`config.mk`:
```
export PLATFORM = sky130hd
export DESIGN_NAME = register_file
export DESIGN_NICKNAME = d
export VERILOG_FILES = /design/src/source/core_defs.svh /design/src/source/core_pkg.sv /design/src/source/register_file.sv
export SDC_FILE = /design/constraint.sdc
export NUM_CORES = 2
export LEC_CHECK = 0
export BUFFER_PORTS_ARGS = -buffer_cell sky130_fd_sc_hd__buf_4
export CAP_MARGIN = 10
export CORE_UTILIZATION = 65
export CTS_CLUSTER_SIZE = 20
export DETAILED_ROUTE_END_ITERATION = 8
export PLACE_DENSITY_LB_ADDON = 0.15
export SLEW_MARGIN = 30
export SYNTH_ARGS = -nofsm -noshare
export SYNTH_HDL_FRONTEND = slang
export SYNTH_SLANG_ARGS = --single-unit
```
`constraint.sdc`:
```
create_clock -name clk -period 1.95 [get_ports clk]
set_input_delay 0.0975 -clock clk [delete_from_list [all_inputs] [get_ports clk]]
set_output_delay 0.0975 -clock clk [all_outputs]
set_load 0.05 [all_outputs]
```
`src/source/core_defs.svh`:
```
`ifndef CORE_DEFS_SVH
`define CORE_DEFS_SVH

// shared code and data memory, in 32-bit words
`define MEM_WORDS 1024

// host registers sit just above the memory window
`define CTRL_ADDR 32'h0000_1000
`define STAT_ADDR 32'h0000_1004
`define CYC_ADDR  32'h0000_1008
`define RET_ADDR  32'h0000_100C

`endif

```
`src/source/core_pkg.sv`:
```
`default_nettype none

package core_pkg;

  typedef logic [31:0] word_t;
  typedef logic [31:0] addr_t;
  typedef logic [4:0]  reg_idx_t;
  typedef logic [31:0] imm_t;

  // only the kept subset of rv32i
  typedef enum logic [6:0] {
    opc_load   = 7'b0000011,
    opc_op_imm = 7'b0010011,
    opc_store  = 7'b0100011,
    opc_op     = 7'b0110011,
    opc_branch = 7'b1100011,
    opc_jal    = 7'b1101111,
    opc_system = 7'b1110011
  } opcode_t;

  typedef enum logic [2:0] {
    alu_add, alu_sub, alu_and, alu_or, alu_xor, alu_slt
  } alu_op_t;

  typedef enum logic [1:0] { src_a_pc, src_a_old_pc, src_a_reg } alu_src_a_t;
  typedef enum logic [1:0] { src_b_reg, src_b_imm, src_b_four } alu_src_b_t;
  typedef enum logic [1:0] { res_alu_out, res_mem_data, res_alu_result } result_src_t;
  typedef enum logic       { adr_pc, adr_result } adr_src_t;

  typedef enum logic [3:0] {
    st_idle, st_fetch, st_decode, st_mem_addr, st_mem_read, st_mem_wb,
    st_mem_write, st_execute, st_alu_wb, st_branch, st_jal, st_halt
  } fsm_state_t;

  typedef struct packed {
    logic        pc_update;
    logic        ir_write;
    logic        reg_write;
    logic        mem_write;
    adr_src_t    adr_src;
    alu_src_a_t  alu_src_a;
    alu_src_b_t  alu_src_b;
    result_src_t result_src;
    logic        alu_use_add;
    logic        retire;
  } ctrl_t;

  typedef struct packed {
    logic        psel;
    logic        penable;
    logic        pwrite;
    logic [15:0] paddr;
    word_t       pwdata;
  } apb_req_t;

  typedef struct packed {
    word_t prdata;
    logic  pslverr;
  } apb_rsp_t;

endpackage

`default_nettype wire

```
`src/source/register_file.sv`:
```
`default_nettype none

module register_file import core_pkg::*; (
  input  wire           clk,
  input  wire           arst_n,
  input  wire           we,
  input  wire reg_idx_t ra1,
  input  wire reg_idx_t ra2,
  input  wire reg_idx_t wa,
  input  wire word_t    wd,
  output word_t         rd1,
  output word_t         rd2
);

  word_t regs [32];

  always_ff @(posedge clk or negedge arst_n) begin
    if (!arst_n) begin
      for (int i = 0; i < 32; i++) begin
        regs[i] <= '0;
      end
    end else if (we && (wa != '0)) begin
      // x0 never written, stays zero
      regs[wa] <= wd;
    end
  end

  assign rd1 = regs[ra1];
  assign rd2 = regs[ra2];

endmodule

`default_nettype wire

```
After elaboration in Yosys (flattened, before gate mapping). Cells that the tools add are included.

Order comparisons: 4. Mux-type cells: 9. Bitwise logic cells: 3. Reduce and logical (&&, ||, !) cells: 3.

Operators by type and width (number): $bwmux 1024 (1); $bmux 32 s5 (2); $demux 32 s5 (1); $mux 32 (5); $ge 6x6->1 const B (3); $not 5->6 (3); $lt 6x1->1 const B (1); $reduce_bool 5->1 (1); $logic_and 1x1->1 (2).

Register bits: 1024. Bits of input ports: 50. Output and inout port bits: 64. Word-level logic and storage cells: 51.

Logic depth before layout (Yosys ltp).
Depth in word-level cells: 6. Gate-level depth with buffers: 8.

Worst setup path before layout. No wires, ideal clock.

Kind: input port to output port. Start point: in ra1[1]. End point: out rd1[11]. Data arrival time: 1619 ps. Required time: 1852 ps. Slack: 233 ps. Stages: 8. Buffers on the path: 4. Path through: buf_2 -> buf_4 -> buf_2 -> buf_2 -> mux2i_1 -> nand2_1 -> a31oi_1 -> nand3_1.

Longest elaborated chain between the ends: 4.

RTL lines: start, declared (line register_file.sv:7) `input wire reg_idx_t ra1,`; $not 5->6 (implied by the code) (line register_file.sv:28) `assign rd1 = regs[ra1];`; $bmux 32 s5 (line register_file.sv:28); $mux 32 (implied by the code) (2 in a row) (line register_file.sv:28); end, declared (line register_file.sv:11) `output word_t rd1,`.

Every way passes these cells. The select of a mux whose other input is x is not followed.

Worst setup path after layout.
Start point: reg regs[944] (netlist name). End point: out rd2[16].

Longest elaborated chain between the ends: 3.

RTL lines: start, declared (line register_file.sv:15) `word_t regs [32];`; start signal, assigned by index (line register_file.sv:24) `regs[wa] <= wd;`; $bmux 32 s5 (line register_file.sv:29) `assign rd2 = regs[ra2];`; $mux 32 (implied by the code) (2 in a row) (line register_file.sv:29); end, declared (line register_file.sv:12) `output word_t rd2`.

Every way passes these cells. The select of a mux whose other input is x is not followed.

==> results_dict.tcl <==
set metrics [dict create \
    start_kind "flop" \
    fmax_mhz 427 \
    synthAdderAreaFrac_pct 0 \
    reg_top3 "regs x1024" \
    setup_viol 64 \
    drv_slew 0 \
    grt_pass1_wl_um 265000 \
    hold_path.class "in2reg" \
    status "complete, but fails checks" \
    maxCapViolCount 0 \
    synth_area_um2 55900 \
    synth_compound_area_share_pct 7.01 \
    peakVddDrop_mv 1.09 \
    clockRootBuffer "clkbuf_16" \
    rows 107 \
    drtIter0Drc 3877 \
    yosys_warnings 0 \
    clk_path_buf_depth 3 \
    power_w 0.0641 \
    postRouteAntennaNets 0 \
    final_core_util_pct 76.6 \
    htree_levels 3 \
    synth_area_leaders "dfrtp_1 (46%), mux2_2 (19%), mux2i_1 (18%)" \
    grt_pass1_vias 41700 \
    initial_core_util_pct 65.7 \
    port_buffers 113 \
    largest-register "regs" \
    required_ps 1850 \
    clk_pin_slew_ps 70 \
    syn2layout_area_growth_pct 16.6 \
    drc 0 \
    die_x_um 295 \
    synth_top_family_by_area "multiplexers" \
    routed_wl_um 177000 \
    cp-end-kind "output pin" \
    synth_edf_count 0 \
    slew_headroom_pct 60.8 \
    fin_crit_ps 2340 \
    cp_max_fo 3 \
    clk_latency_ps 700 \
    yosysSeqAreaShare_pct 45.8 \
    synthMuxAreaShare_pct 38.3 \
    crit_arrival_ps 2240 \
    yosysUniqueCellTypes 28 \
    fin_crit_sh_pct 120 \
    cts.sinks 1024 \
    rsz0062_at_grt "yes" \
    ioPinCount 114 \
    place_congestion 0.876 \
    synthTopCellsByCount "dfrtp_1 (1024), mux2i_1 (1024), mux2_2 (953), clkbuf_1 (224), nand2_1 (210)" \
    grt_overflow 0 \
    postLayoutSetupSlackWorst_ps -390 \
    antenna_found_initial 10 \
    crit_type "reg2out" \
    place_ws_ps -69.4 \
    core_area_um2 85100 \
    violations "setup timing" \
    viasPerCell 6.87 \
    finalHoldViolCount 0 \
    n_fill_cell 5472 \
    num_vias 41100 \
    syn_nets 4651 \
    postSynthCellCount 4601 \
    skew_ps 0 \
    drtPass1Iterations 6 \
    grt_max_degree 102 \
    yosys.area.top_type_share_pct 45.8 \
    ys.flop_type "dfrtp_1" \
    cts_tree "yes" \
    setup-tns-final_ps -14590 \
    die-area_um2 87200 \
    power_density_nw_per_um2 983 \
    wire_per_inst_um 29.6 \
    p_leak_nw 31.0 \
    cts_buffers 108 \
    async_flop_share_pct 100 \
    grt_usage_pct 40.7 \
    largest_reg_flops 1024 \
    die_h_um 295 \
    synth.largest_area_cell "dfrtp_1" \
    synth-xor-area-share_pct 0 \
    synth-seq-cells 1024 \
    dpl.hpwl_um 106000 \
    yosys.area_share.simple_pct 4.39 \
    layout-drive-gt1-share_pct 36.1 \
    nets 4787 \
    worst_slew_pin_slew_ps 587 \
    avgSynthCellArea_um2 12.2 \
]
path summary, 6_finish.rpt:
check,start,end,slack [ps],cells past startpoint
max,regs[944]$_DFFE_PN0P_,rd2[16],-390,6
min,wa[2],regs[776]$_DFFE_PN0P_,100,4
max reg2reg,regs[909]$_DFFE_PN0P_,regs[909]$_DFFE_PN0P_,1020,2
min reg2reg,regs[1008]$_DFFE_PN0P_,regs[1008]$_DFFE_PN0P_,400,0
max in group asynchronous,arst_n,regs[263]$_DFFE_PN0P_,1200,3
min in group asynchronous,arst_n,regs[478]$_DFFE_PN0P_,200,3
kinds of logic after synthesis:
family / Yosys count
AOI/OAI and AO/OA: 576
muxes: 2016
and+or+nand+nor: 512
buffers and inverters: 473
DFF: 1024
critical path, cell delays in order (launching register included):
cell	delay, ps
dfrtp_1	390
mux2i_1	170
a22o_1	180
nor3_1	60
a31oi_1	290
nand3_2	250
buf_6	230
cell usage in the layout, fill, tap and decap left out, types with 110 or more instances in the layout:
cell,n
dfrtp_1,1024
nand2_1,193
nand3_1,155
a22oi_1,192
clkbuf_16,110
mux2i_1,1024
buf_4,260
buf_12,135
a21oi_1,192
a22o_1,128
mux2_2,953
power breakdown:
part	internal [W]	switching [W]
clock	0.0127	0.00886
sequential	0.0253	0.00333
combinational	0.00710	0.00681
layout make-up:
class | instances | area [µm²] | share of cell area (%)
sequential | 1024 | 25600 | 39.3
clock buffer | 168 | 3290 | 5.04
antenna | 7 | 17.5 | 0.0269
timing repair buffer | 499 | 5860 | 8.98
multi-input combinational | 3104 | 28600 | 43.8
tap | 1144 | 1430 | 2.19
clock inverter | 34 | 424 | 0.650
metrics by stage:
stage | cell area [µm²] | hold slack [ps] | instances
6_report | 65200 | 104 | 5980
5_1_grt | 65200 | 96.9 | 5978
4_1_cts | 65000 | 76.7 | 5972
3_5_place_dp | 60100 | 38.4 | 5734
3_3_place_gp | 60100 | 42.4 | 5734
2_1_floorplan | 55900 | -198 | 4601
repair_timing:
action,4_1_cts,5_1_grt
endpoints found under the hold margin,2015,0
pin swaps,91,82
hold buffers,36,0
endpoints found under the setup margin,64,64
resized for setup,161,48
setup buffers,2,2
cloned,0,0
metal layers:
layer / part of all wire, % / global-route usage [%] / vias to the layer above
met1: 39 / 52.8 / 21000
met4: 6.3 / 22.8 / 4
li1: - / - / 17200
met3: 8.5 / 8.58 / 661
met5: 0.014 / 0 / -
met2: 46 / 63.7 / 2188
(Power assumes the default switching activity.)
