`src/source/core_defs.svh`:
```
`ifndef CORE_DEFS_SVH
`define CORE_DEFS_SVH

// shared code and data memory, in 32-bit words
`define MEM_WORDS 1024

// host registers sit just above the memory window
`define CTRL_ADDR 32'h0000_1000
`define STAT_ADDR 32'h0000_1004
`define CYC_ADDR  32'h0000_1008
`define RET_ADDR  32'h0000_100C

`endif

```
`src/source/core_pkg.sv`:
```
`default_nettype none

package core_pkg;

  typedef logic [31:0] word_t;
  typedef logic [31:0] addr_t;
  typedef logic [4:0]  reg_idx_t;
  typedef logic [31:0] imm_t;

  // only the kept subset of rv32i
  typedef enum logic [6:0] {
    opc_load   = 7'b0000011,
    opc_op_imm = 7'b0010011,
    opc_store  = 7'b0100011,
    opc_op     = 7'b0110011,
    opc_branch = 7'b1100011,
    opc_jal    = 7'b1101111,
    opc_system = 7'b1110011
  } opcode_t;

  typedef enum logic [2:0] {
    alu_add, alu_sub, alu_and, alu_or, alu_xor, alu_slt
  } alu_op_t;

  typedef enum logic [1:0] { src_a_pc, src_a_old_pc, src_a_reg } alu_src_a_t;
  typedef enum logic [1:0] { src_b_reg, src_b_imm, src_b_four } alu_src_b_t;
  typedef enum logic [1:0] { res_alu_out, res_mem_data, res_alu_result } result_src_t;
  typedef enum logic       { adr_pc, adr_result } adr_src_t;

  typedef enum logic [3:0] {
    st_idle, st_fetch, st_decode, st_mem_addr, st_mem_read, st_mem_wb,
    st_mem_write, st_execute, st_alu_wb, st_branch, st_jal, st_halt
  } fsm_state_t;

  typedef struct packed {
    logic        pc_update;
    logic        ir_write;
    logic        reg_write;
    logic        mem_write;
    adr_src_t    adr_src;
    alu_src_a_t  alu_src_a;
    alu_src_b_t  alu_src_b;
    result_src_t result_src;
    logic        alu_use_add;
    logic        retire;
  } ctrl_t;

  typedef struct packed {
    logic        psel;
    logic        penable;
    logic        pwrite;
    logic [15:0] paddr;
    word_t       pwdata;
  } apb_req_t;

  typedef struct packed {
    word_t prdata;
    logic  pslverr;
  } apb_rsp_t;

endpackage

`default_nettype wire

```
`src/source/control_fsm.sv`:
```
`default_nettype none

module control_fsm import core_pkg::*; (
  input  wire          clk,
  input  wire          arst_n,
  input  wire          start,
  input  wire opcode_t opcode,
  input  wire [2:0]    funct3,
  input  wire          zero_flag,
  output ctrl_t        ctrl,
  output logic         halt
);

  fsm_state_t state;
  fsm_state_t state_nxt;

  always_ff @(posedge clk or negedge arst_n) begin
    if (!arst_n) begin
      state <= st_idle;
    end else begin
      state <= state_nxt;
    end
  end

  ////////////////////
  // per-state control

  always_comb begin
    ctrl      = '0;
    state_nxt = state;
    case (state)
      st_idle: begin
        if (start) begin
          state_nxt = st_fetch;
        end
      end
      st_fetch: begin
        // memory read of pc, pc <= pc + 4
        ctrl.ir_write    = 1'b1;
        ctrl.adr_src     = adr_pc;
        ctrl.alu_src_a   = src_a_pc;
        ctrl.alu_src_b   = src_b_four;
        ctrl.alu_use_add = 1'b1;
        ctrl.result_src  = res_alu_result;
        ctrl.pc_update   = 1'b1;
        state_nxt        = st_decode;
      end
      st_decode: begin
        // branch and jal target into alu_out
        ctrl.alu_src_a   = src_a_old_pc;
        ctrl.alu_src_b   = src_b_imm;
        ctrl.alu_use_add = 1'b1;
        case (opcode)
          opc_load, opc_store: state_nxt = st_mem_addr;
          opc_op, opc_op_imm:  state_nxt = st_execute;
          opc_branch:          state_nxt = st_branch;
          opc_jal:             state_nxt = st_jal;
          opc_system: begin
            ctrl.retire = 1'b1;
            state_nxt   = st_halt;
          end
          default:             state_nxt = st_halt;
        endcase
      end
      st_mem_addr: begin
        ctrl.alu_src_a   = src_a_reg;
        ctrl.alu_src_b   = src_b_imm;
        ctrl.alu_use_add = 1'b1;
        ctrl.adr_src     = adr_result;
        ctrl.result_src  = res_alu_result;
        state_nxt        = (opcode == opc_load) ? st_mem_read : st_mem_write;
      end
      st_mem_read: begin
        state_nxt = st_mem_wb;
      end
      st_mem_wb: begin
        ctrl.result_src = res_mem_data;
        ctrl.reg_write  = 1'b1;
        ctrl.retire     = 1'b1;
        state_nxt       = st_fetch;
      end
      st_mem_write: begin
        ctrl.adr_src    = adr_result;
        ctrl.result_src = res_alu_out;
        ctrl.mem_write  = 1'b1;
        ctrl.retire     = 1'b1;
        state_nxt       = st_fetch;
      end
      st_execute: begin
        ctrl.alu_src_a = src_a_reg;
        ctrl.alu_src_b = (opcode == opc_op) ? src_b_reg : src_b_imm;
        state_nxt      = st_alu_wb;
      end
      st_alu_wb: begin
        ctrl.result_src = res_alu_out;
        ctrl.reg_write  = 1'b1;
        ctrl.retire     = 1'b1;
        state_nxt       = st_fetch;
      end
      st_branch: begin
        // beq takes on zero, bne on nonzero
        ctrl.alu_src_a  = src_a_reg;
        ctrl.alu_src_b  = src_b_reg;
        ctrl.result_src = res_alu_out;
        ctrl.pc_update  = (funct3 == 3'b001) ? !zero_flag : zero_flag;
        ctrl.retire     = 1'b1;
        state_nxt       = st_fetch;
      end
      st_jal: begin
        // jump now, link value lands in alu_out
        ctrl.alu_src_a   = src_a_old_pc;
        ctrl.alu_src_b   = src_b_four;
        ctrl.alu_use_add = 1'b1;
        ctrl.result_src  = res_alu_out;
        ctrl.pc_update   = 1'b1;
        state_nxt        = st_alu_wb;
      end
      st_halt: begin
        state_nxt = st_idle;
      end
      default: begin
        state_nxt = st_idle;
      end
    endcase
  end

  assign halt = (state == st_halt);

  // the single memory port serves either the fetch or the store
  a_no_fetch_store: assert property (@(posedge clk) disable iff (!arst_n)
    !(ctrl.ir_write && ctrl.mem_write));

endmodule

`default_nettype wire

```
`config.mk`:
```
export PLATFORM = sky130hd
export DESIGN_NAME = control_fsm
export DESIGN_NICKNAME = d
export VERILOG_FILES = /design/src/source/core_defs.svh /design/src/source/core_pkg.sv /design/src/source/control_fsm.sv
export SDC_FILE = /design/constraint.sdc
export NUM_CORES = 1
export LEC_CHECK = 0
export ABC_AREA = 1
export BUFFER_PORTS_ARGS = -buffer_cell sky130_fd_sc_hd__clkbuf_2
export CELL_PAD_IN_SITES_DETAIL_PLACEMENT = 0
export CELL_PAD_IN_SITES_GLOBAL_PLACEMENT = 2
export CORE_UTILIZATION = 18
export CTS_CLUSTER_DIAMETER = 30
export CTS_CLUSTER_SIZE = 16
export DETAILED_ROUTE_END_ITERATION = 6
export PLACE_DENSITY_LB_ADDON = 0.25
export SYNTH_ARGS = -nofsm -noshare
export SYNTH_HDL_FRONTEND = slang
export SYNTH_SLANG_ARGS = --single-unit
```
`constraint.sdc`:
```
create_clock -name clk -period 2.4 [get_ports clk]
set_input_delay 0.48 -clock clk [delete_from_list [all_inputs] [get_ports clk]]
set_output_delay 0.48 -clock clk [all_outputs]
set_load 0.05 [all_outputs]
```
Word-level counts from Yosys, hierarchy flattened
Index checks and enable logic that the tools add are counted.

Eq/ne operators: 20. Reduce and logical (&&, ||, !) cells: 11. Multiplexer cells: 16.

Operator list (number): $pmux 4 s7 (1); $pmux 4 s6 (1); $eq 7x7->1 const B (3); $eq 4x3->1 const B (4); $eq 4x4->1 const B (4); $pmux 4 s4 (1); $eq 7x6->1 const B (2); $reduce_or 2->1 (7); $eq 4x2->1 const B (2); $mux 1 (8); $reduce_or 4->1 (2); $eq 7x2->1 const B (1); $eq 7x5->1 const B (1); $eq 4x1->1 const B (1); $logic_not 4->1 (1); $mux 4 (1); $pmux 1 s2 (2); $pmux 2 s2 (1); $eq 3x1->1 const B (1); $mux 2 (1); $ne 2x2->1 const B (1); $logic_not 1->1 (1).

Output and inout bits: 14. Bits in registers: 4. Logic and storage cells: 48.

Depth between registers and ports, before layout
Depth in word-level cells: 4. Mapped depth: 8. Mapped depth without buffers: 8.

Worst setup path before layout
Ideal clock, no wire load.

Kind: register to output. From: register state[3]. To: output port ctrl[12] (netlist bit). Setup slack: -0.476 ns. Arrival: 2.396 ns. Cell stages (with the launch flop): 6. Data required time: 1.920 ns. Path buffers: 0. Path through: dfrtp_1 > inv_2 > nand2_2 > nor3_1 > nor2_1 > o21ai_0.

RTL lines: from (decl) (line control_fsm.sv:14) `fsm_state_t state;`; from (signal assigned) (line control_fsm.sv:19) `state <= st_idle;`; from (signal assigned) (line control_fsm.sv:21) `state <= state_nxt;`; to (decl) (line control_fsm.sv:10) `output ctrl_t ctrl,`.

==> results.md <==
- Clock input transition at the sequential cells of the worst setup and hold paths: 0.04 ns
- Post-synthesis instance area: 424.2 sq um
- Clock sinks: 4
- Clock latency at the later pin of the worst-skew pair: 0.23 ns
- CORE AREA: 0.002212 sq mm
- Fmax: 488.5 MHz
- CTS tree: done
- Accumulated negative setup slack: 0 ns
- Register bank with the most flops: state
- Final routed wire length divided by cell count: 9.162 microns
- Starting density of the core: 19.17%
- Number of vias in the routed layout: 566
- Final period util: 85.30%
- Largest cells by area after synthesis: sky130_fd_sc_hd__dfrtp_1, sky130_fd_sc_hd__nand2_1, sky130_fd_sc_hd__nor2_1, sky130_fd_sc_hd__o21ai_0, sky130_fd_sc_hd__inv_1
- Final Util: 28.11%
- Worst setup SP type: flip-flop
- Cell-by-cell listing of the critical path: nand2_1 -> nor3_1 -> o21ai_0 -> o21ai_0 -> clkbuf_2
- Number of rows created at floorplan: 17
- Worst reg2reg startpoint: state[0]
- Worst path most repeated cell: sky130_fd_sc_hd__o21ai_0
- Post-route worst setup slack: 0.3527 ns
- Setup WS pre-CTS: 0.3812 ns
- Worst Tran Pin Value: 0.3283 ns
- Post-DRT Antenna Nets: 0
- Count of buffers from port buffering: 27
- Final count of negative-setup-slack endpoints: 0
- Cell chosen for the clock root: sky130_fd_sc_hd__clkbuf_4
- Initial DRT Pass Iterations: 3
- Flip-flop and latch area: 100.1 sq um
- Slowest cell delay on critical path: 0.43 ns
- TritonCTS buffer count: 3
- DRC violation total after the first TritonRoute iteration: 1
- Final wirelength: 1246 microns
- Total routing usage reported by global routing: 11.35%
- Die Y-Extent: 50.55 microns
- I/O pin count: 28
- Largest register FFs: 4
- Share of the synthesized area in the top cell type: 23.60%
- Yosys warnings: 0
- Number of gates resized after cts: 0
- Distinct cells, synth: 15
- Largest fanout on the critical path: 5
- Maximum number of pins on one net before global-route repair: 9
- Die extent in x: 50.55 microns
- Crit path required time: 1.92 ns
- Global-route wire length before repair: 2145 microns
- Classification of the worst setup path: flip-flop to primary output
- Antenna cell count: 0
- Area of the die: 0.002555 sq mm
- Per-cell via count in the routed design: 4.162
- Worst setup path start: state[0]
- Total half-perimeter wirelength after legalization and detailed placement: 1093 microns
- Count of pins over their slew limit: 0
- Status: finished clean
- Maximum clock insertion buffer count: 2
- Sequential fraction of the synthesis area: 23.60%
- Type of the most critical hold path: input port to async pin
- Weighted congestion at the end of routability-driven global placement: 0.7496
- Largest registers: state: 4 flops
- Relative max-transition margin: 77.95%
- Arrival time at the worst endpoint: 1.57 ns
- Area grow syn2layout: 46.61%
- Worst setup EP type: primary output
- Post-route DRC violation count: 0
- Number of standard cells after synthesis: 78
- Setup repair after global routing missed its margin: no
- Number of register bits inferred by synthesis: 4
- Layout net count: 124
- H-tree depth reported by CTS: 1
- Area leader, netlist: sky130_fd_sc_hd__dfrtp_1
- Number of endpoints with negative hold slack in the final report: 0
- Area used by multi-input combinational logic: 276.5 sq um
- Post-synthesis average cell area: 5.438 sq um
- Initial antenna violation count: 0
- Post-CTS setup buffer count: 0
- Via count of the first global-routing pass: 518
- Max Cap Violations: 0
- Number of fill cells in the layout: 272
- Share of layout cells above drive strength 1: 37.04%
- Overflow after GRT: 0
- CTS hold repair buffers: 0
- Minimum period implied by the final worst setup slack: 2.047 ns
- Maximum clock skew at final layout: 0.005349 ns
- Critical path's slowest cell: sky130_fd_sc_hd__dfrtp_1
- Synthesized net count: 92
==> stage by stage <==
stage               hold slack, ns  cell area [sq um]  cells
global placement            0.2854              599.3    133
finish                     0.04045              621.8    136
floorplan                   0.1844              429.2     78
global route               0.02972              621.8    136
detailed placement          0.2861              599.3    133
CTS                        0.03864              621.8    136
==> routing by layer <==
| metal | part of all wire, % | track usage (%) |
|---|---|---|
| met2 | 49 | 18.22 |
| met5 | 0 | 0 |
| met3 | 7.5 | 3.939 |
| met4 | 0 | 6.944 |
| met1 | 44 | 12.77 |
==> worst max-delay path: cells and delay by family, from the launching register on <==
family / cells / cell delay, ns
buffers and inverters: 1 / 0.30
flip-flops: 1 / 0.43
AO/OA/AOI/OAI: 2 / 0.22
AND/OR/NAND/NOR: 2 / 0.39
==> synthesized netlist by cell type <==
cell,n
sky130_fd_sc_hd__inv_2,5
sky130_fd_sc_hd__dfrtp_1,4
sky130_fd_sc_hd__nand3b_1,1
sky130_fd_sc_hd__nand3_1,2
sky130_fd_sc_hd__o21ai_0,8
sky130_fd_sc_hd__nand4_1,1
sky130_fd_sc_hd__nor2_2,1
sky130_fd_sc_hd__o211ai_1,1
sky130_fd_sc_hd__inv_1,9
sky130_fd_sc_hd__nor2_1,16
sky130_fd_sc_hd__nor2_4,1
sky130_fd_sc_hd__nand2_2,2
sky130_fd_sc_hd__xor2_1,1
sky130_fd_sc_hd__nor3_1,3
sky130_fd_sc_hd__nand2_1,23
==> path summary, 6_finish.rpt <==
kind,endpoint,slack [ns],depth (start not counted)
max,ctrl[4],0.35,5
min,state[1],0.04,1
max reg2reg,state[0],1.21,8
min reg2reg,state[2],0.69,3
max in group asynchronous,state[0],2.24,1
min in group clk,state[0],0.55,5
==> layout make-up <==
cell class                 instances  share of cell area (%)
inverter                          14                   8.451
timing repair buffer              27                   21.73
clock buffer                       3                   3.622
sequential                         4                   16.10
tap                               28                   5.634
multi-input combinational         60                   44.47
==> cells by family after synthesis <==
group | share of synthesized area (%)
DFF | 23.60
buffers and inverters | 12.39
xor gates and xnor gates | 2.065
AOI/OAI and AO/OA | 11.21
and+or+nand+nor | 50.74
==> placed cells by master, fill, tap and decap left out <==
master / instances
sky130_fd_sc_hd__clkbuf_2: 27
sky130_fd_sc_hd__nand2_1: 23
sky130_fd_sc_hd__nor2_1: 16
sky130_fd_sc_hd__inv_1: 9
sky130_fd_sc_hd__o21ai_0: 8
sky130_fd_sc_hd__inv_2: 5
sky130_fd_sc_hd__dfrtp_1: 4
sky130_fd_sc_hd__clkbuf_4: 3
sky130_fd_sc_hd__nand2_2: 2
sky130_fd_sc_hd__nand3_1: 2
sky130_fd_sc_hd__nor3_1: 2
sky130_fd_sc_hd__nor3_2: 1
sky130_fd_sc_hd__nor2_4: 1
sky130_fd_sc_hd__nand4_1: 1
sky130_fd_sc_hd__nor2_2: 1
sky130_fd_sc_hd__nand3b_1: 1
sky130_fd_sc_hd__xor2_1: 1
sky130_fd_sc_hd__o211ai_1: 1
Power is left out: the tool's default activity adds up to more than one toggle a clock period on the data nets, which glitch-free logic cannot reach.
