[src/source/core_defs.svh]
`ifndef CORE_DEFS_SVH
`define CORE_DEFS_SVH

// shared code and data memory, in 32-bit words
`define MEM_WORDS 1024

// host registers sit just above the memory window
`define CTRL_ADDR 32'h0000_1000
`define STAT_ADDR 32'h0000_1004
`define CYC_ADDR  32'h0000_1008
`define RET_ADDR  32'h0000_100C

`endif

[src/source/core_pkg.sv]
`default_nettype none

package core_pkg;

  typedef logic [31:0] word_t;
  typedef logic [31:0] addr_t;
  typedef logic [4:0]  reg_idx_t;
  typedef logic [31:0] imm_t;

  // only the kept subset of rv32i
  typedef enum logic [6:0] {
    opc_load   = 7'b0000011,
    opc_op_imm = 7'b0010011,
    opc_store  = 7'b0100011,
    opc_op     = 7'b0110011,
    opc_branch = 7'b1100011,
    opc_jal    = 7'b1101111,
    opc_system = 7'b1110011
  } opcode_t;

  typedef enum logic [2:0] {
    alu_add, alu_sub, alu_and, alu_or, alu_xor, alu_slt
  } alu_op_t;

  typedef enum logic [1:0] { src_a_pc, src_a_old_pc, src_a_reg } alu_src_a_t;
  typedef enum logic [1:0] { src_b_reg, src_b_imm, src_b_four } alu_src_b_t;
  typedef enum logic [1:0] { res_alu_out, res_mem_data, res_alu_result } result_src_t;
  typedef enum logic       { adr_pc, adr_result } adr_src_t;

  typedef enum logic [3:0] {
    st_idle, st_fetch, st_decode, st_mem_addr, st_mem_read, st_mem_wb,
    st_mem_write, st_execute, st_alu_wb, st_branch, st_jal, st_halt
  } fsm_state_t;

  typedef struct packed {
    logic        pc_update;
    logic        ir_write;
    logic        reg_write;
    logic        mem_write;
    adr_src_t    adr_src;
    alu_src_a_t  alu_src_a;
    alu_src_b_t  alu_src_b;
    result_src_t result_src;
    logic        alu_use_add;
    logic        retire;
  } ctrl_t;

  typedef struct packed {
    logic        psel;
    logic        penable;
    logic        pwrite;
    logic [15:0] paddr;
    word_t       pwdata;
  } apb_req_t;

  typedef struct packed {
    word_t prdata;
    logic  pslverr;
  } apb_rsp_t;

endpackage

`default_nettype wire

[src/source/alu.sv]
`default_nettype none

module alu import core_pkg::*; (
  input  wire word_t   a,
  input  wire word_t   b,
  input  wire alu_op_t op,
  output word_t        result,
  output logic         zero
);

  always_comb begin
    case (op)
      alu_add: result = a + b;
      alu_sub: result = a - b;
      alu_and: result = a & b;
      alu_or:  result = a | b;
      alu_xor: result = a ^ b;
      // signed compare
      alu_slt: result = {31'b0, $signed(a) < $signed(b)};
      default: result = a + b;
    endcase
  end

  // branch equality test rides on sub
  assign zero = (result == '0);

endmodule

`default_nettype wire

[config.mk]
export PLATFORM = sky130hd
export DESIGN_NAME = alu
export DESIGN_NICKNAME = d
export VERILOG_FILES = /design/src/source/core_defs.svh /design/src/source/core_pkg.sv /design/src/source/alu.sv
export SDC_FILE = /design/constraint.sdc
export NUM_CORES = 1
export LEC_CHECK = 0
export BUFFER_PORTS_ARGS = -buffer_cell sky130_fd_sc_hd__buf_2
export CAP_MARGIN = 30
export CORE_MARGIN = 2
export CORE_UTILIZATION = 50
export DETAILED_ROUTE_END_ITERATION = 10
export GPL_TIMING_DRIVEN = 1
export PLACE_DENSITY = 0.69
export SLEW_MARGIN = 10
export SYNTH_ARGS = -nofsm -noshare
export SYNTH_HDL_FRONTEND = slang
export SYNTH_SLANG_ARGS = --single-unit
[constraint.sdc]
create_clock -name vclk -period 4.9
set_input_delay 0.245 -clock vclk [all_inputs]
set_output_delay 0.245 -clock vclk [all_outputs]
set_load 0.02 [all_outputs]
# --- After elaboration in Yosys (flattened, before gate mapping) ---
# Index checks and enable logic that the tools add are counted.
# W data, S select, Z words.
classes:
  addsub: 2
  n_lt_le_gt_ge: 1
  eq_ne: 5
  muxes: 1
  bitwise: 3
  n_reduce_logical: 1
ops:
  columns: ["operator", "count"]
  rows:
  - ["$pmux W32 S5", 1]
  - ["$add A32 B32 Y32", 1]
  - ["$and A32 B32 Y32", 1]
  - ["$logic_not A32 Y1", 1]
  - ["$lt A32 B32 Y1", 1]
  - ["$or A32 B32 Y32", 1]
  - ["$sub A32 B32 Y32", 1]
  - ["$xor A32 B32 Y32", 1]
  - ["$eq A3 B2 Y1 const B", 2]
  - ["$eq A3 B3 Y1 const B", 2]
  - ["$eq A3 B1 Y1 const B", 1]
word_totals:
  ff_bits: 0

# --- Longest topological paths before layout ---
# Gate-level depths: netlist (run 1).
depth:
  word_depth: 3
  mapped_depth: 15
  mapped_depth_nobuf: 15

# --- Worst setup path after synthesis (run 1) ---
# OpenSTA, ideal clock, no wires.
synth_path:
  path_kind: "input to output"
  from: "input port a[0]"
  to: "output port zero"
  t_arrival_ns: 3.835
  path_slack_ns: 0.820
  cell_stages: 13
  path_cell_list: "ha_1 fa_1 a21o_1 a21oi_1 nor2_1 a211oi_1 o22ai_1 or4_1 or4_1 or4b_1 nor4b_2 nand4b_1 and4bb_1"
synth_between:
  elab_chain_cells: 3
synth_rtl:
  columns: ["element", "line", "text"]
  rows:
  - ["start, declared", "alu.sv:4", "input wire word_t a,"]
  - ["$add A32 B32 Y32 / $sub A32 B32 Y32 (equally long branches)", "alu.sv:13, alu.sv:20, alu.sv:14", null]
  - ["$pmux W32 S5 (*)", "alu.sv:12", "case (op)"]
  - ["via result[4]", "alu.sv:7", "output word_t result,"]
  - ["$logic_not A32 Y1 (*)", "alu.sv:25", "assign zero = (result == '0);"]
  - ["end, declared", "alu.sv:8", "output logic zero"]
# The timed path passes the listed nets; every way through them passes the cells marked *.

# --- Worst setup path after layout (run 1) ---
layout_path:
  from: "input port a[0]"
  to: "output port zero"
layout_between:
  elab_chain_cells: 3
layout_rtl:
  columns: ["element", "line"]
  rows:
  - ["$add A32 B32 Y32 (tied with other cells)", "alu.sv:13, alu.sv:20"]
  - ["$pmux W32 S5 (*)", "alu.sv:12"]
  - ["$logic_not A32 Y1 (*)", "alu.sv:25"]
# Mark *: on every way between the ends. The rest lies on a longest branch, timed or not.

==> results by group, run 1 <==
Routing
  • Vias: 7049
  • First-pass DRT Iterations: 7
  • Routed wire per std cell: 18.0 um
  • Initial DRC Count: 708
  • Final WL: 19800 um
  • ANT nets after route: 0
  • DRC errors left: 0
  • Avg Vias per Cell: 6.40

Layout
  • Fillers: 1177
  • Fin cells: 1101
  • Clock buffers: 0
  • Share of layout cells above drive strength 1: 0.151
  • Post-layout net count: 1125
  • P&R area growth vs syn: 9.69%
  • Area occupied by registers: 0 um^2
  • Seq_cells: 0
  • Ant. Diodes: 0

Synthesis
  • Avg Cell Area, Syn: 6.44 um^2
  • Most frequent cell after synthesis: a21oi_1
  • Synth area leaders: ha_1 21%, a21oi_1 9.7%, inv_1 6.9%, nor2_1 6.5%, o21ai_0 4.1%
  • Yosys warnings: 0
  • Yosys top cell by area: ha_1
  • Post-synth top area share: 0.209
  • Syn_nets: 1056
  • Netlist cell types: 88
  • Post-Syn Area: 5740 um^2
  • Register area share after synthesis: 0
  • Most frequent cells after synthesis: 111 x a21oi_1, 106 x inv_1, 99 x nor2_1
  • Syn Inst Count: 891

GRT
  • Initial antenna violation count: 0
  • Congestion Overflow GR: 0
  • Largest net degree at the start of global routing: 35
  • First-pass GRT wire length: 32100 um
  • Overall Global Routing Usage: 0.307
  • Number of global-route vias before repair: 6304

Setup path
  • Element type at the critical path end: primary output
  • Required time worst endpoint: 4660 ps
  • Startpoint types: input port
  • Critical path origin: a[0]
  • CP Max Fanout: 4
  • Critical Path AT: 4310 ps
  • Critical path class: input port to primary output

Place
  • DP Wirelength: 15700 um
  • RePlAce Congestion: 0.996
  • Port buffer count: 100
  • Placed insts: 1101

Power and ir drop
  • Power share of the combinational group: 1.000
  • Lkg Pwr: 3.03 nW
  • Clk pwr share: 0
  • Psw: 0.565 mW
  • Internal power: 0.312 mW
  • Power Density: 139 nW/um^2
  • Sw Ratio: 0.644
  • Maximum vdd drop: 88.1 uV
  • Flop pwr share: 0

CTS
  • Hold buffers post-CTS: 0
  • CTS resizes: 0
  • Setup Buffers After CTS: 0

Floorplan
  • Die W: 111 um
  • I/O pins: 100
  • Core ar.: 11300 um^2
  • Starting Density: 0.507
  • Die area: 12300 um^2
  • Row count: 39
  • Die Height: 111 um

Min path
  • Worst min-delay path class: input port to primary output
  • Hold path depth: 4
  • Worst Hold Launch: op[2]

Timing
  • Fin. Hold Viols: 0
  • Unrepaired setup endpoints after global routing: false
  • Setup Viol. Count Final: 0
  • Worst relative slew slack: 0.475
  • Final TNS setup: 0 ps
  • Final max-slew violation count: 0
  • Slew @ Worst Pin: 778 ps
  • Fmax: 220 MHz
  • Minimum clock period: 4550 ps
  • Final worst-path cycle share: 0.929

Flow run
  • Max Cap Viol: 0

Run status
  • Outcome: completed
## placed cells by master, fill, tap and decap left out, types with 6 or more instances in the layout
cell      synthesis  routed
o21a_1            6       6
o22a_1            9       9
ha_1             96      96
o221ai_1          7       7
nor2b_1          12      12
o31ai_1          11      11
nand2_1          59      59
buf_2             6     100
a221oi_1          8       8
a21o_1           14      14
o32ai_1           6       6
mux2i_1           8       8
xnor2_1           6       6
o22ai_1          15      15
nand4_1           7       7
nor2_1           99      99
buf_4             1      22
nor3_1           19      19
a31oi_1           7       7
a211oi_1         28      28
inv_1           106     106
o21ai_0          47      47
nand2b_1          8       8
a21oi_1         111     111
nand3_1          16      16
nor4_1            7       7
o211ai_1         10      10
## layer usage
metal	wire length, um	global-route usage	up-vias	share of wire
met5	0	0	-	0
met4	634	0.0971	0	0.032
met3	2060	0.0257	48	0.10
met2	8400	0.474	436	0.42
met1	8690	0.452	3167	0.44
li1	-	-	3398	-
## cell families after synthesis
kind of cell    count (synthesis)  share of synthesized area
compound gates                351                      0.416
xor+xnor                        7                     0.0107
fa+ha+maj                      98                      0.216
buf+inv                       162                      0.120
mux                             9                     0.0159
simple gates                  264                      0.220
## critical path: stages
cell	delay [ps]
buf_2	100
ha_1	230
fa_1	430
a21o_1	200
a21oi_1	290
nor2_1	70
a211oi_1	220
o22ai_1	130
or4_1	510
or4_1	420
or4b_1	560
nor4b_2	320
nand4b_1	140
and4bb_1	270
buf_2	160
## stage by stage
| step | cell area, um^2 | hold slack (ps) | setup slack (ps) | utilization | power [mW] |
|---|---|---|---|---|---|
| detailed placement | 6290 | 1190 | 401 | 0.556 | 0.850 |
| finish | 6290 | 1210 | 347 | 0.556 | 0.876 |
| floorplan | 5740 | 874 | 820 | - | 0.607 |
| global route | 6290 | 1270 | 179 | 0.556 | 0.953 |
| global placement | 6290 | 1190 | 475 | 0.556 | 0.850 |
| CTS | 6290 | 1190 | 380 | 0.556 | 0.855 |
## path summary, 6_finish.rpt
check | endpoint | slack, ps
setup / recovery | zero | 350
hold / removal | result[1] | 1210
## area by class of cell
cell class	count	area, um^2	share of cell area
Tap cell	143	179	0.0284
Timing Repair Buffer	122	666	0.106
Inverter	107	402	0.0638
Multi-Input combinational cell	729	5040	0.802
## power groups by stage
stage | sequential, mW | clock (mW) | combinational (mW)
after floorplan | 0 | 0 | 0.607
after global placement | 0 | 0 | 0.850
after detailed placement | 0 | 0 | 0.850
after CTS | 0 | 0 | 0.855
after global routing | 0 | 0 | 0.953
final | 0 | 0 | 0.876
No activity file was read; power rests on OpenSTA's default activity.
==> inputs of run 2 (changes only) <==
REMOVE_ABC_BUFFERS = 1   (was unset)
clock period = 5.27 ns   (was 4.9 ns; I/O delays follow)
==> run 2 against run 1 <==
  * Sequential cell count unchanged
  * Combinational power decreased by 7.5%
  * Worst setup slack improved by 360 ps
  * Non-clock buffer count decreased by 5
  * First-iteration DRC count increased by 2.4%
  * Final area decreased by 0.60%
  * Worst hold slack got worse by 18 ps
  * Utilization decreased by 0.33 points
  * Largest cell class unchanged
  * Sequential share of layout area unchanged
  * Wire length decreased by 0.41%
  * Via count decreased by 0.55%
  * Global-route usage decreased by 0.77 points
==> results by group, run 2 (synthesis results as in run 1) <==
Floorplan
  • Starting Density: 0.507 (unchanged)
  • Die area: 12300 um^2 (unchanged)
  • Die Height: 111 um (unchanged)
  • Core ar.: 11300 um^2 (unchanged)
  • Row count: 39 (unchanged)
  • I/O pins: 100 (unchanged)
  • Die W: 111 um (unchanged)

Timing
  • Final worst-path cycle share: 0.866
  • Unrepaired setup endpoints after global routing: false (unchanged)
  • Final TNS setup: 0 ps (unchanged)
  • Setup Viol. Count Final: 0 (unchanged)
  • Final WS setup: 706 ps (was 347 ps)
  • Final max-slew violation count: 0 (unchanged)
  • Fin. Hold Viols: 0 (unchanged)
  • Worst relative slew slack: 0.524 (was 0.475)
  • Minimum clock period: 4560 ps
  • Fmax: 219 MHz
  • Slew @ Worst Pin: 705 ps (was 778 ps)

Setup path
  • Critical-path top delay cell: or4b_1 (unchanged)
  • Required time worst endpoint: 5010 ps (was 4660 ps)
  • CP peak stage delay: 530 ps (was 560 ps)
  • Number of cells on the critical path: 15 (unchanged)
  • Critical path class: input port to primary output (unchanged)
  • CP delay by family, top: simple AND/OR/NAND/NOR gates (unchanged)
  • Critical Path AT: 4300 ps (was 4310 ps)
  • Bufs and invs on worst path: 2 (unchanged)
  • CP Max Fanout: 4 (unchanged)
  • Startpoint types: input port (unchanged)
  • Crit path cell chain: buf_2 -> ha_1 -> fa_1 -> a21o_1 -> a21oi_1 -> nor2_1 -> a211oi_1 -> o22ai_1 -> or4_1 -> or4_1 -> or4b_1 -> nor4b_2 -> nand4b_1 -> and4bb_1 -> buf_2 (unchanged)
  • Element type at the critical path end: primary output (unchanged)

GRT
  • Congestion Overflow GR: 0 (unchanged)
  • Overall Global Routing Usage: 0.300 (was 0.307)
  • First-pass GRT wire length: 31400 um (was 32100 um)
  • Number of global-route vias before repair: 6065 (was 6304)
  • Initial antenna violation count: 0 (unchanged)
  • Largest net degree at the start of global routing: 36 (was 35)

Routing
  • Vias: 7010 (was 7049)
  • First-pass DRT Iterations: 5 (was 7)
  • Final WL: 19700 um (was 19800 um)
  • Routed wire per std cell: 18.0 um (about the same)
  • Avg Vias per Cell: 6.40 (about the same)
  • DRC errors left: 0 (unchanged)
  • ANT nets after route: 0 (unchanged)
  • Initial DRC Count: 725 (was 708)

Place
  • Port buffer count: 100 (unchanged)
  • Placed insts: 1096 (was 1101)
  • Post-place setup slack: 753 ps (was 401 ps)
  • DP Wirelength: 15700 um (about the same)
  • RePlAce Congestion: 1.05 (was 0.996)

Layout
  • Most common cell after layout, fill and taps aside: a21oi_1 (unchanged)
  • Area occupied by registers: 0 um^2 (unchanged)
  • Fin cells: 1096 (was 1101)
  • Final core occ: 0.552 (was 0.556)
  • P&R area growth vs syn: 9.03% (was 9.69%)
  • Most frequent cells in the layout: 111 x a21oi_1, 106 x inv_1, 100 x buf_2 (unchanged)
  • Seq_cells: 0 (unchanged)
  • Ant. Diodes: 0 (unchanged)
  • Post-layout net count: 1120 (was 1125)
  • Clock buffers: 0 (unchanged)
  • Share of layout cells above drive strength 1: 0.147 (was 0.151)

Power and ir drop
  • Maximum vdd drop: 67.1 uV (was 88.1 uV)
  • Final Power: 0.810 mW (was 0.876 mW)
  • Power Density: 130 nW/um^2 (was 139 nW/um^2)
  • Lkg Pwr: 3.01 nW (was 3.03 nW)

CTS
  • CTS resizes: 0 (unchanged)
  • Hold buffers post-CTS: 0 (unchanged)
  • Setup Buffers After CTS: 0 (unchanged)

Run status
  • Outcome: completed (unchanged)

Flow run
  • Max Cap Viol: 0 (unchanged)

Min path
  • Worst min-delay path class: input port to primary output (unchanged)
  • Hold path depth: 4 (unchanged)
-- run 2: power by group --
part	switching [mW]	internal (mW)	total, mW
sequential	0	0	0
clock	0	0	0
combinational	0.524	0.286	0.810
-- run 2: path summary, 6_finish.rpt --
| path | start | endpoint | slack [ps] |
|---|---|---|---|
| min | op[1] | result[4] | 1190 |
| max | a[0] | zero | 710 |
-- run 2: metrics by stage --
step | instance area (um^2) | hold slack (ps)
2_1_floorplan | 5450 | 694
3_3_place_gp | 6250 | 1190
3_5_place_dp | 6250 | 1180
4_1_cts | 6250 | 1190
5_1_grt | 6250 | 1210
6_report | 6250 | 1190
-- run 2: area by class of cell --
class                      instances  area [um^2]
multi-input combinational        729         5040
inverter                         107          402
fill                            1180         5070
timing repair buffer             117          628
tap                              143          179
-- run 2: per-layer routing --
metal,wire (um),GRT usage,share of wire,vias up
met5,0,0,0,-
met4,510,0.0675,0.026,0
li1,-,-,-,3384
met2,8690,0.478,0.44,394
met1,8510,0.434,0.43,3191
met3,1980,0.0328,0.10,41
-- run 2: tightest hold or removal path: stages --
cell and delay [ps]:
buf_2 220, a21oi_1 170, o22ai_1 100, buf_2 170
