### src/source/core_defs.svh
`ifndef CORE_DEFS_SVH
`define CORE_DEFS_SVH

// shared code and data memory, in 32-bit words
`define MEM_WORDS 1024

// host registers sit just above the memory window
`define CTRL_ADDR 32'h0000_1000
`define STAT_ADDR 32'h0000_1004
`define CYC_ADDR  32'h0000_1008
`define RET_ADDR  32'h0000_100C

`endif

### src/source/core_pkg.sv
`default_nettype none

package core_pkg;

  typedef logic [31:0] word_t;
  typedef logic [31:0] addr_t;
  typedef logic [4:0]  reg_idx_t;
  typedef logic [31:0] imm_t;

  // only the kept subset of rv32i
  typedef enum logic [6:0] {
    opc_load   = 7'b0000011,
    opc_op_imm = 7'b0010011,
    opc_store  = 7'b0100011,
    opc_op     = 7'b0110011,
    opc_branch = 7'b1100011,
    opc_jal    = 7'b1101111,
    opc_system = 7'b1110011
  } opcode_t;

  typedef enum logic [2:0] {
    alu_add, alu_sub, alu_and, alu_or, alu_xor, alu_slt
  } alu_op_t;

  typedef enum logic [1:0] { src_a_pc, src_a_old_pc, src_a_reg } alu_src_a_t;
  typedef enum logic [1:0] { src_b_reg, src_b_imm, src_b_four } alu_src_b_t;
  typedef enum logic [1:0] { res_alu_out, res_mem_data, res_alu_result } result_src_t;
  typedef enum logic       { adr_pc, adr_result } adr_src_t;

  typedef enum logic [3:0] {
    st_idle, st_fetch, st_decode, st_mem_addr, st_mem_read, st_mem_wb,
    st_mem_write, st_execute, st_alu_wb, st_branch, st_jal, st_halt
  } fsm_state_t;

  typedef struct packed {
    logic        pc_update;
    logic        ir_write;
    logic        reg_write;
    logic        mem_write;
    adr_src_t    adr_src;
    alu_src_a_t  alu_src_a;
    alu_src_b_t  alu_src_b;
    result_src_t result_src;
    logic        alu_use_add;
    logic        retire;
  } ctrl_t;

  typedef struct packed {
    logic        psel;
    logic        penable;
    logic        pwrite;
    logic [15:0] paddr;
    word_t       pwdata;
  } apb_req_t;

  typedef struct packed {
    word_t prdata;
    logic  pslverr;
  } apb_rsp_t;

endpackage

`default_nettype wire

### src/source/perf_counter.sv
`default_nettype none

module perf_counter import core_pkg::*; (
  input  wire   clk,
  input  wire   arst_n,
  input  wire   start,
  input  wire   retire,
  input  wire   halt,
  output logic  running,
  output logic  halted,
  output word_t cycles,
  output word_t retired
);

  always_ff @(posedge clk or negedge arst_n) begin
    if (!arst_n) begin
      running <= 1'b0;
      halted  <= 1'b0;
      cycles  <= '0;
      retired <= '0;
    end else if (start) begin
      running <= 1'b1;
      halted  <= 1'b0;
      cycles  <= '0;
      retired <= '0;
    end else begin
      // the halt cycle itself still counts
      if (running) begin
        cycles <= cycles + 32'd1;
      end
      if (retire) begin
        retired <= retired + 32'd1;
      end
      if (halt) begin
        running <= 1'b0;
        halted  <= 1'b1;
      end
    end
  end

endmodule

`default_nettype wire

### config.mk
export PLATFORM = sky130hd
export DESIGN_NAME = perf_counter
export DESIGN_NICKNAME = d
export VERILOG_FILES = /design/src/source/core_defs.svh /design/src/source/core_pkg.sv /design/src/source/perf_counter.sv
export SDC_FILE = /design/constraint.sdc
export NUM_CORES = 1
export LEC_CHECK = 0
export ABC_AREA = 1
export BUFFER_PORTS_ARGS = -buffer_cell sky130_fd_sc_hd__buf_2
export CORE_MARGIN = 1.5
export CORE_UTILIZATION = 49
export DETAILED_ROUTE_END_ITERATION = 7
export GPL_TIMING_DRIVEN = 0
export PLACE_DENSITY = 0.72
export SLEW_MARGIN = 20
export SYNTH_ARGS = -nofsm -noshare
export SYNTH_HDL_FRONTEND = slang
export SYNTH_SLANG_ARGS = --single-unit
### constraint.sdc
create_clock -name clk -period 3.4 [get_ports clk]
set_input_delay 0.68 -clock clk [delete_from_list [all_inputs] [get_ports clk]]
set_output_delay 0.68 -clock clk [all_outputs]
set_load 0.1 [all_outputs]
=== Word level (Yosys, flattened, before mapping) ===
Index checks and enable logic that the tools add are counted.

* Add/sub/neg operators: 2
* Muxes and demuxes: 8
* Reduce and logical (&&, ||, !) cells: 3

{| class="wikitable"
|+ Operators with widths
! cell !! count
|-
| $mux W32 || 4
|-
| $add A32 B1 Y32 const B || 2
|-
| $reduce_bool A2 Y1 || 3
|-
| $mux W1 || 4
|}

* Register bits after elaboration: 66
* Input port bits: 5
* Output and inout bits: 66

=== Depth between registers and ports, before layout ===
Gate-level depths: netlist (run 1).

* Depth in word-level cells: 3
* Gate-level depth with buffers: 9
* Gate-level depth less buffers: 9

=== Least setup slack after synthesis (run 1) ===
OpenSTA, ideal clock, no wires.

* Path type: register -> register
* Start: register retired[0]
* End: register retired[22]
* Data arrival time: 2.058 ns
* Setup slack: 1.218 ns
* Cell stages (with the launch flop): 9
* Period minus slack after synthesis: 2.182 ns
* Path through: dfrtp_1 ha_1 nand3_2 nor2_2 nand2_1 nor2_4 nand3_1 nand2_1 nor2_1

* Word-level cells in the longest chain between the ends: 3

{| class="wikitable"
|+ RTL lines
! item !! RTL line !! source
|-
| start: declaration || perf_counter.sv:12 || <nowiki>output word_t retired</nowiki>
|-
| start signal: assignment || perf_counter.sv:32 || <nowiki>retired <= retired + 32'd1;</nowiki>
|-
| $add A32 B1 Y32 || perf_counter.sv:32 ||
|-
| $mux W32 || perf_counter.sv:31 || <nowiki>if (retire) begin</nowiki>
|-
| $mux W32 || perf_counter.sv:21 || <nowiki>end else if (start) begin</nowiki>
|}

Every way passes these cells. The select of a mux whose other input is x is not followed.
A chain may end at the register's enable or synchronous reset.

=== Worst setup path in the final report (run 1) ===
* Start: register retired[2]
* End: output retired[2]

No word-level cell between the ends.

==> results of run 1 <==
## flip-flops by register name, summed over array words and instances, names as in the netlist
name	flops
halted	1
cycles	32
retired	32
running	1
## final cells by class
cell class                 instances  area [um^2]  area share [%]
buffer                            10        56.30           1.219
sequential                        66         1652           35.75
clock buffer                      12        145.1           3.142
timing repair buffer              70        375.4           8.126
tap                              102        127.6           2.763
clock inverter                     3        40.04          0.8667
multi-input combinational        427         2013           43.58
inverter                          56        210.2           4.550
## per-stage QoR
| stage | instances | hold WS (ns) | setup slack (ns) | cell area [um^2] | util, % |
|---|---|---|---|---|---|
| after floorplan | 559 | 0.3844 | 1.218 | 3931 | - |
| after global placement | 730 | 0.4703 | 1.349 | 4404 | 56.99 |
| after detailed placement | 731 | 0.4903 | 1.590 | 4434 | 57.38 |
| after CTS | 746 | 0.1884 | 1.405 | 4619 | 59.78 |
| after global routing | 746 | 0.2045 | 1.365 | 4619 | 59.78 |
| final | 746 | 0.1908 | 1.420 | 4619 | 59.78 |
## cell families (layout without fill, tap and decap cells)
logic type	after synthesis	after routing
DFF	66	66
AOI/OAI and AO/OA	61	61
xor gates and xnor gates	2	2
buffers and inverters	66	151
adders and majority gates	2	2
and+or+nand+nor	362	362
## cell usage in the layout (no fill, tap or decap), types with 2 or more instances in the layout
| cell | count |
|---|---|
| clkinv_2 | 2 |
| and3_1 | 3 |
| clkbuf_1 | 5 |
| nor2_4 | 7 |
| buf_2 | 72 |
| dfrtp_1 | 66 |
| nand3_2 | 2 |
| a31oi_1 | 2 |
| o21ai_0 | 13 |
| ha_1 | 2 |
| xnor2_1 | 2 |
| inv_1 | 54 |
| o21ai_1 | 4 |
| nor2_2 | 14 |
| nand2_2 | 7 |
| clkbuf_8 | 11 |
| nand2_1 | 143 |
| nor3b_1 | 2 |
| nor2_1 | 118 |
| buf_4 | 2 |
| nor2_8 | 2 |
| nand4_1 | 12 |
| nand3_1 | 42 |
| nand2_4 | 4 |
| inv_2 | 2 |
| a21oi_1 | 36 |
| nor3_1 | 4 |
## report_power, final
| part | switching [mW] | total [mW] | internal, mW |
|---|---|---|---|
| Clock | 0.300 | 0.653 | 0.353 |
| Sequential | 0.0108 | 0.803 | 0.792 |
| Combinational | 0.115 | 0.144 | 0.0293 |
| Total | 0.426 | 1.60 | 1.17 |
## worst paths after layout
kind	startpoint	cells after the start	end
worst max-delay path	retired[2]$_DFFE_PN0P_	1	retired[2]
worst min-delay path	arst_n	1	cycles[19]$_DFFE_PN0P_
worst max register to register	cycles[0]$_DFFE_PN0P_	6	cycles[18]$_DFFE_PN0P_
worst min register to register	halted$_DFFE_PN0P_	2	halted$_DFFE_PN0P_
max in group asynchronous	arst_n	2	retired[9]$_DFFE_PN0P_
min in group clk	halted$_DFFE_PN0P_	2	halted$_DFFE_PN0P_
## layer usage
metal / GRT usage, % / vias up / wire, um
li1: - / 1948 / -
met1: 31.14 / 1773 / 4234
met2: 42.16 / 83 / 4990
met3: 3.120 / 13 / 408
met4: 11.03 / 0 / 158
met5: 0 / - / 0
==> summary.md, run 1 <==
| Metric | Value |
|---|---|
| Die height | `92.57 um` |
| Simple-gate share of the synthesized area | `41.92%` |
| Final #Nets | `647` |
| Compound-Gate Fraction of Synth Area | `8.211%` |
| Final setup fails | `0` |
| Hold buffer count at CTS | `0` |
| DRC | `0` |
| Setup TNS Final | `0 ns` |
| Core area | `0.007727 mm^2` |
| Tightest Hold Check Type | `in2async` |
| Post-Route WL | `9791 um` |
| Synth top cells by count | `nand2_1 (143), nor2_1 (118), dfrtp_1 (66), inv_1 (54), nand3_1 (42)` |
| CTS Buffer Depth | `2` |
| Synth Net Count | `566` |
| Die ar. | `0.008569 mm^2` |
| Startpoint Class | `register` |
| Hpwl dp | `7443 um` |
| Synth cell types | `35` |
| # IOs | `71` |
| Number of synthesized register bits | `66` |
| Routed Antenna Nets | `0` |
| Largest family of logic cells by synthesized area | `simple AND/OR/NAND/NOR gates` |
| CTS H-tree depth | `3` |
| Async set or reset register ratio after synthesis | `100.0%` |
| Syn-to-layout area delta | `17.50%` |
| CTS resizes | `0` |
| First-pass GRT wire length | `16640 um` |
| Total Power | `1.601 mW` |
| Total GRT Usage | `24.69%` |
| Leak | `2.349 nW` |
| Pre-Repair DR Iteration Count | `4` |
| Crit path arrival time | `1.30 ns` |
| Xor and xnor area share after synthesis | `0.4456%` |
| Power Density | `346.6 mW/mm^2` |
| Row cnt | `32` |
| Largest net degree at the start of global routing | `51` |
| Normalized max-slew margin | `60.70%` |
| Final period utilization | `58.25%` |
| 1st-iter DRT viols | `203` |
| Via Count | `3817` |
| CTS clk-pin slew, worst paths | `0.07 ns` |
| CTS tree | `done` |
| Post-synthesis sequential area ratio | `42.01%` |
| Outcome | `finished, final reports clean` |
| Share of post-route cells with drive strength above 1 | `19.72%` |
| Clk_skew | `0.008081 ns` |
| Vias per cell | `5.117` |
| IR drop worst, VDD | `0.1887 mV` |
| Fin. max-slew vios | `0` |
| Port buffer count | `69` |
| Most numerous cell in the Yosys netlist | `nand2_1` |
| Yosys top cell area share | `42.01%` |
| Die width | `92.57 um` |
| Worst setup EP type | `output port` |
| Cell Area, Synth | `0.003931 mm^2` |
| Largest area contributor in the netlist | `dfrtp_1` |
| F_max | `0.5050 GHz` |
| Initial antenna violation count | `0` |
| RSZ-0062 raised after global routing | `no` |
| Critical Path Max Stage Delay | `0.48 ns` |
| EDFF count, synth | `0` |
| WL per Instance | `13.12 um` |
| Tmin final | `1.980 ns` |
| Max Fanout on Critical Path | `7` |
| Top cells by area, synth | `dfrtp_1 (42%), nand2_1 (14%), nor2_1 (11%)` |
| CP Class | `reg2out` |
| Synth Instances | `559` |
| Ys flop type | `dfrtp_1` |
| Clock latency at the later pin of the worst-skew pair | `0.35 ns` |
| Worst Path Required | `2.72 ns` |
| Post-CTS Setup Inserts | `0` |
| CP Cell Sequence | `buf_2` |
| Final Hold Vio Count | `0` |
| CP delay by family, top | `flip-flops` |
| Grt total ovfl | `0` |
| CTS sink cnt | `66` |
| Flop-to-flop setup slack | `1.79 ns` |
| CTS Root Cell | `clkbuf_8` |
| Syn avg cell area | `7.033 um^2` |
| Synth Warn # | `0` |
| Final Wtd Congestion | `0.8643` |
| N_diodes | `0` |
| Slew at the pin closest to its max-slew limit | `0.5895 ns` |
| Initial Util | `50.87%` |
| CTS Buf Count | `9` |
| Vias in the first global route | `3601` |
| Highest-delay cell along the critical path | `dfrtp_1` |
| Post-Synth Adder-Cell Area | `0.6365%` |
| Number of fillers in the final layout | `740` |
| Multiplexer area fraction after synthesis | `0%` |
| Maxcap violations | `0` |
| WP buf/inv | `1` |
(Power assumes the default switching activity.)
==> run 2: changes to the inputs <==
--- a/config.mk
+++ b/config.mk
@@ -5,13 +5,13 @@
 export SDC_FILE = /design/constraint.sdc
 export NUM_CORES = 1
 export LEC_CHECK = 0
-export ABC_AREA = 1
+export ABC_AREA = 0
 export BUFFER_PORTS_ARGS = -buffer_cell sky130_fd_sc_hd__buf_2
 export CORE_MARGIN = 1.5
 export CORE_UTILIZATION = 49
 export DETAILED_ROUTE_END_ITERATION = 7
 export GPL_TIMING_DRIVEN = 0
-export PLACE_DENSITY = 0.72
+export PLACE_DENSITY = 0.73
 export SLEW_MARGIN = 20
 export SYNTH_ARGS = -nofsm -noshare
 export SYNTH_HDL_FRONTEND = slang
==> constraint.sdc (replaced) <==
create_clock -name clk -period 2 [get_ports clk]
set_input_delay 0.4 -clock clk [delete_from_list [all_inputs] [get_ports clk]]
set_output_delay 0.4 -clock clk [all_outputs]
set_load 0.1 [all_outputs]
==> run 2 against run 1 <==
Design area fell by 2.0%. Clock-buffer cell count grew 1. Critical path type is now reg2reg. Via count decreased by 14%. Area after synthesis is 12% lower. Global-route usage fell by 0.72 points. First-iteration DRC count increased by 34%. Sequential power up 71%. Core utilization grew 6.9 points. Clock power is 67% higher. Sequential cell count unchanged. Critical path depth grew 3.
==> summary.md, run 2 <==
| Metric | Value |
|---|---|
| Outcome | `finished, final reports clean` |
| Top cells by area, synth | `dfrtp_1 (48%), or4_1 (6.7%), o31ai_1 (6.3%)` |
| R2R cell count | `4 (-2)` |
| N_diodes | `0 (unchanged)` |
| Initial Util | `50.77% (-0.10 points)` |
| CTS clk-pin slew, worst paths | `0.08 ns (about the same)` |
| DRC | `0 (unchanged)` |
| Tmin final | `1.982 ns` |
| Maxcap violations | `0 (unchanged)` |
| Setup TNS Final | `0 ns (unchanged)` |
| Final non-filler cell total | `554 (-26%)` |
| Hpwl dp | `5898 um (-21%)` |
| Die ar. | `0.007552 mm^2 (-12%)` |
| WL per Instance | `16.48 um (+26%)` |
| Max Fanout on Critical Path | `7 (unchanged)` |
| Total Power | `2.686 mW (+68%)` |
| WHS | `0.3199 ns (+0.1291 ns)` |
| Final setup fails | `0 (unchanged)` |
| # IOs | `71 (unchanged)` |
| Yosys top cell area share | `47.88% (+5.9 points)` |
| Async set or reset register ratio after synthesis | `100.0% (unchanged)` |
| CTS tree | `done` |
| Port buffer count | `69 (unchanged)` |
| Ys flop type | `dfrtp_1` |
| RSZ-0062 raised after global routing | `yes` |
| Min-Delay Path Depth | `3` |
| Final Hold Vio Count | `0 (unchanged)` |
| Largest area contributor in the netlist | `dfrtp_1` |
| Via Count | `3293 (-14%)` |
| Startpoint Class | `register` |
| 1st-iter DRT viols | `273 (+34%)` |
| Most frequent cells in the layout | `buf_2 (69), a21oi_1 (32), nor2_1 (30), dfrtp_2 (30), or4_1 (27)` |
| Largest net degree at the start of global routing | `44 (-14%)` |
| Synth Warn # | `0 (unchanged)` |
| Synth Net Count | `361 (-36%)` |
| EDFF count, synth | `0 (unchanged)` |
| Post-Route WL | `9128 um (-6.8%)` |
| Final Wtd Congestion | `0.8057 (-6.8%)` |
| CTS Root Cell | `clkbuf_8` |
| Worst Path Required | `2.26 ns (-0.46 ns)` |
| First-pass GRT wire length | `14190 um (-15%)` |
| CP Class | `reg2reg` |
| Vias per cell | `5.944 (+16%)` |
| Syn avg cell area | `9.745 um^2 (+39%)` |
| Clk_skew | `0.01015 ns (+0.002070 ns)` |
| Synth top cells by count | `dfrtp_1 (66), a21oi_1 (36), or4_1 (31), nor2_1 (30), o31ai_1 (29)` |
| CTS sink cnt | `66 (unchanged)` |
| Leak | `1.872 nW (-20%)` |
| Most numerous cell in the Yosys netlist | `dfrtp_1` |
| CTS Buf Count | `9 (unchanged)` |
| Normalized max-slew margin | `61.20% (+0.50 points)` |
| Number of fillers in the final layout | `549 (-26%)` |
| Die width | `86.91 um (-6.1%)` |
| Inst Count DP | `520 (-29%)` |
| Syn-to-layout area delta | `31.27%` |
| Cell Area, Synth | `0.003450 mm^2 (-12%)` |
| Core area | `0.006794 mm^2 (-12%)` |
| Fin. max-slew vios | `0 (unchanged)` |
| Row cnt | `30 (-6.3%)` |
| Pre-Repair DR Iteration Count | `5 (+1)` |
| Synth Instances | `354 (-37%)` |
| Power Density | `593.1 mW/mm^2 (+71%)` |
| Final period utilization | `99.09%` |
| Final #Nets | `460 (-29%)` |
| Crit path arrival time | `2.24 ns (+0.94 ns)` |
| Slew at the pin closest to its max-slew limit | `0.5820 ns (-0.007535 ns)` |
| Routed Antenna Nets | `0 (unchanged)` |
| Grt total ovfl | `0 (unchanged)` |
| Tightest Hold Check Type | `in2reg` |
| Commonest non-fill, non-tap cell in the layout | `buf_2` |
| Worst setup EP type | `register` |
| Share of post-route cells with drive strength above 1 | `42.14% (+22 points)` |
| Post-synthesis sequential area ratio | `47.88% (+5.9 points)` |
| Number of synthesized register bits | `66 (unchanged)` |
| Initial antenna violation count | `0 (unchanged)` |
| CTS Buffer Depth | `2 (unchanged)` |
| Biggest regs | `cycles: 32 flops, retired: 32 flops` |
| IR drop worst, VDD | `0.5628 mV (+200%)` |
| Clock latency at the later pin of the worst-skew pair | `0.34 ns (about the same)` |
| CTS H-tree depth | `3 (unchanged)` |
| Synth cell types | `40 (+14%)` |
| Total GRT Usage | `23.96% (-0.72 points)` |
| Die height | `86.91 um (-6.1%)` |
| Vias in the first global route | `3004 (-17%)` |
| F_max | `0.5046 GHz` |
## run 2: changes by cell type after synthesis, sizes merged, moves of 12 or more
cell	before	now
nand3	44	13
nor2	141	30
clkbuf	4	16
inv	56	7
o31ai	0	29
nand4	12	24
or4	0	31
xor2	0	18
nand2	154	20
## run 2: area by class of cell
cell class	instances	area, um^2	area share, %
multi-input cells	261	1792	39.57
flip-flops and latches	66	1787	39.46
repair buffers	90	531.8	11.74
clock buffers	13	138.9	3.067
well taps	96	120.1	2.653
plain buffers	18	92.59	2.045
clock inverters	3	40.04	0.8842
inverters	7	26.28	0.5803
## run 2: final timing paths
check,from,slack (ns),endpoint
setup / recovery,retired[5]$_DFFE_PN0P_,0.02,retired[26]$_DFFE_PN0P_
hold / removal,halt,0.32,halted$_DFFE_PN0P_
setup reg to reg,retired[5]$_DFFE_PN0P_,0.02,retired[26]$_DFFE_PN0P_
hold reg to reg,halted$_DFFE_PN0P_,0.50,halted$_DFFE_PN0P_
max in group asynchronous,arst_n,0.94,cycles[5]$_DFFE_PN0P_
min in group asynchronous,arst_n,0.51,retired[7]$_DFFE_PN0P_
## run 2: repair_timing
action | CTS | global route
pin swaps | 4 | 9
gates resized for setup | 5 | 21
setup buffers | 10 | 9
setup endpoints to repair | 13 | 27
hold buffers | 1 | 0
endpoints found under the hold margin | 23 | 0
## run 2: power breakdown
part	total (mW)	leakage (nW)	internal, mW	switching (mW)
Combinational	0.227	0.966	0.0477	0.179
Clock	1.09	0.0914	0.575	0.514
Sequential	1.37	0.815	1.35	0.0161
Total	2.69	1.87	1.98	0.709
## run 2: critical path: stages, from the launching register on
cell and delay (ns):
dfrtp_4 0.45, nand4_1 0.18, or4_4 0.64, or4_4 0.50, a21oi_2 0.12
## run 2: cell families after synthesis
logic type / count (synthesis) / synth area share (%)
AO/OA/AOI/OAI: 75 / 13.46
multiplexers: 4 / 1.233
buffers and inverters: 27 / 3.300
adder cells (fa/ha/maj): 2 / 0.7253
flip-flops: 66 / 47.88
AND/OR/NAND/NOR: 157 / 27.57
XOR/XNOR: 23 / 5.840
## run 2: layer usage
metal | up-vias | wire, um | track usage, %
li1 | 1533 | - | -
met1 | 1620 | 3982 | 32.88
met2 | 130 | 4468 | 36.15
met3 | 10 | 585 | 4.929
met4 | 0 | 92 | 11.88
met5 | - | 0 | 0
## run 2: metrics by stage
step / worst slack [ns] / cell area, um^2 / util, %
floorplan: -0.08606 / 3623 / -
global placement: -0.1175 / 4089 / 60.18
detailed placement: -0.1615 / 4119 / 60.63
CTS: -0.01013 / 4400 / 64.77
global route: -0.05428 / 4528 / 66.65
finish: 0.01821 / 4528 / 66.65
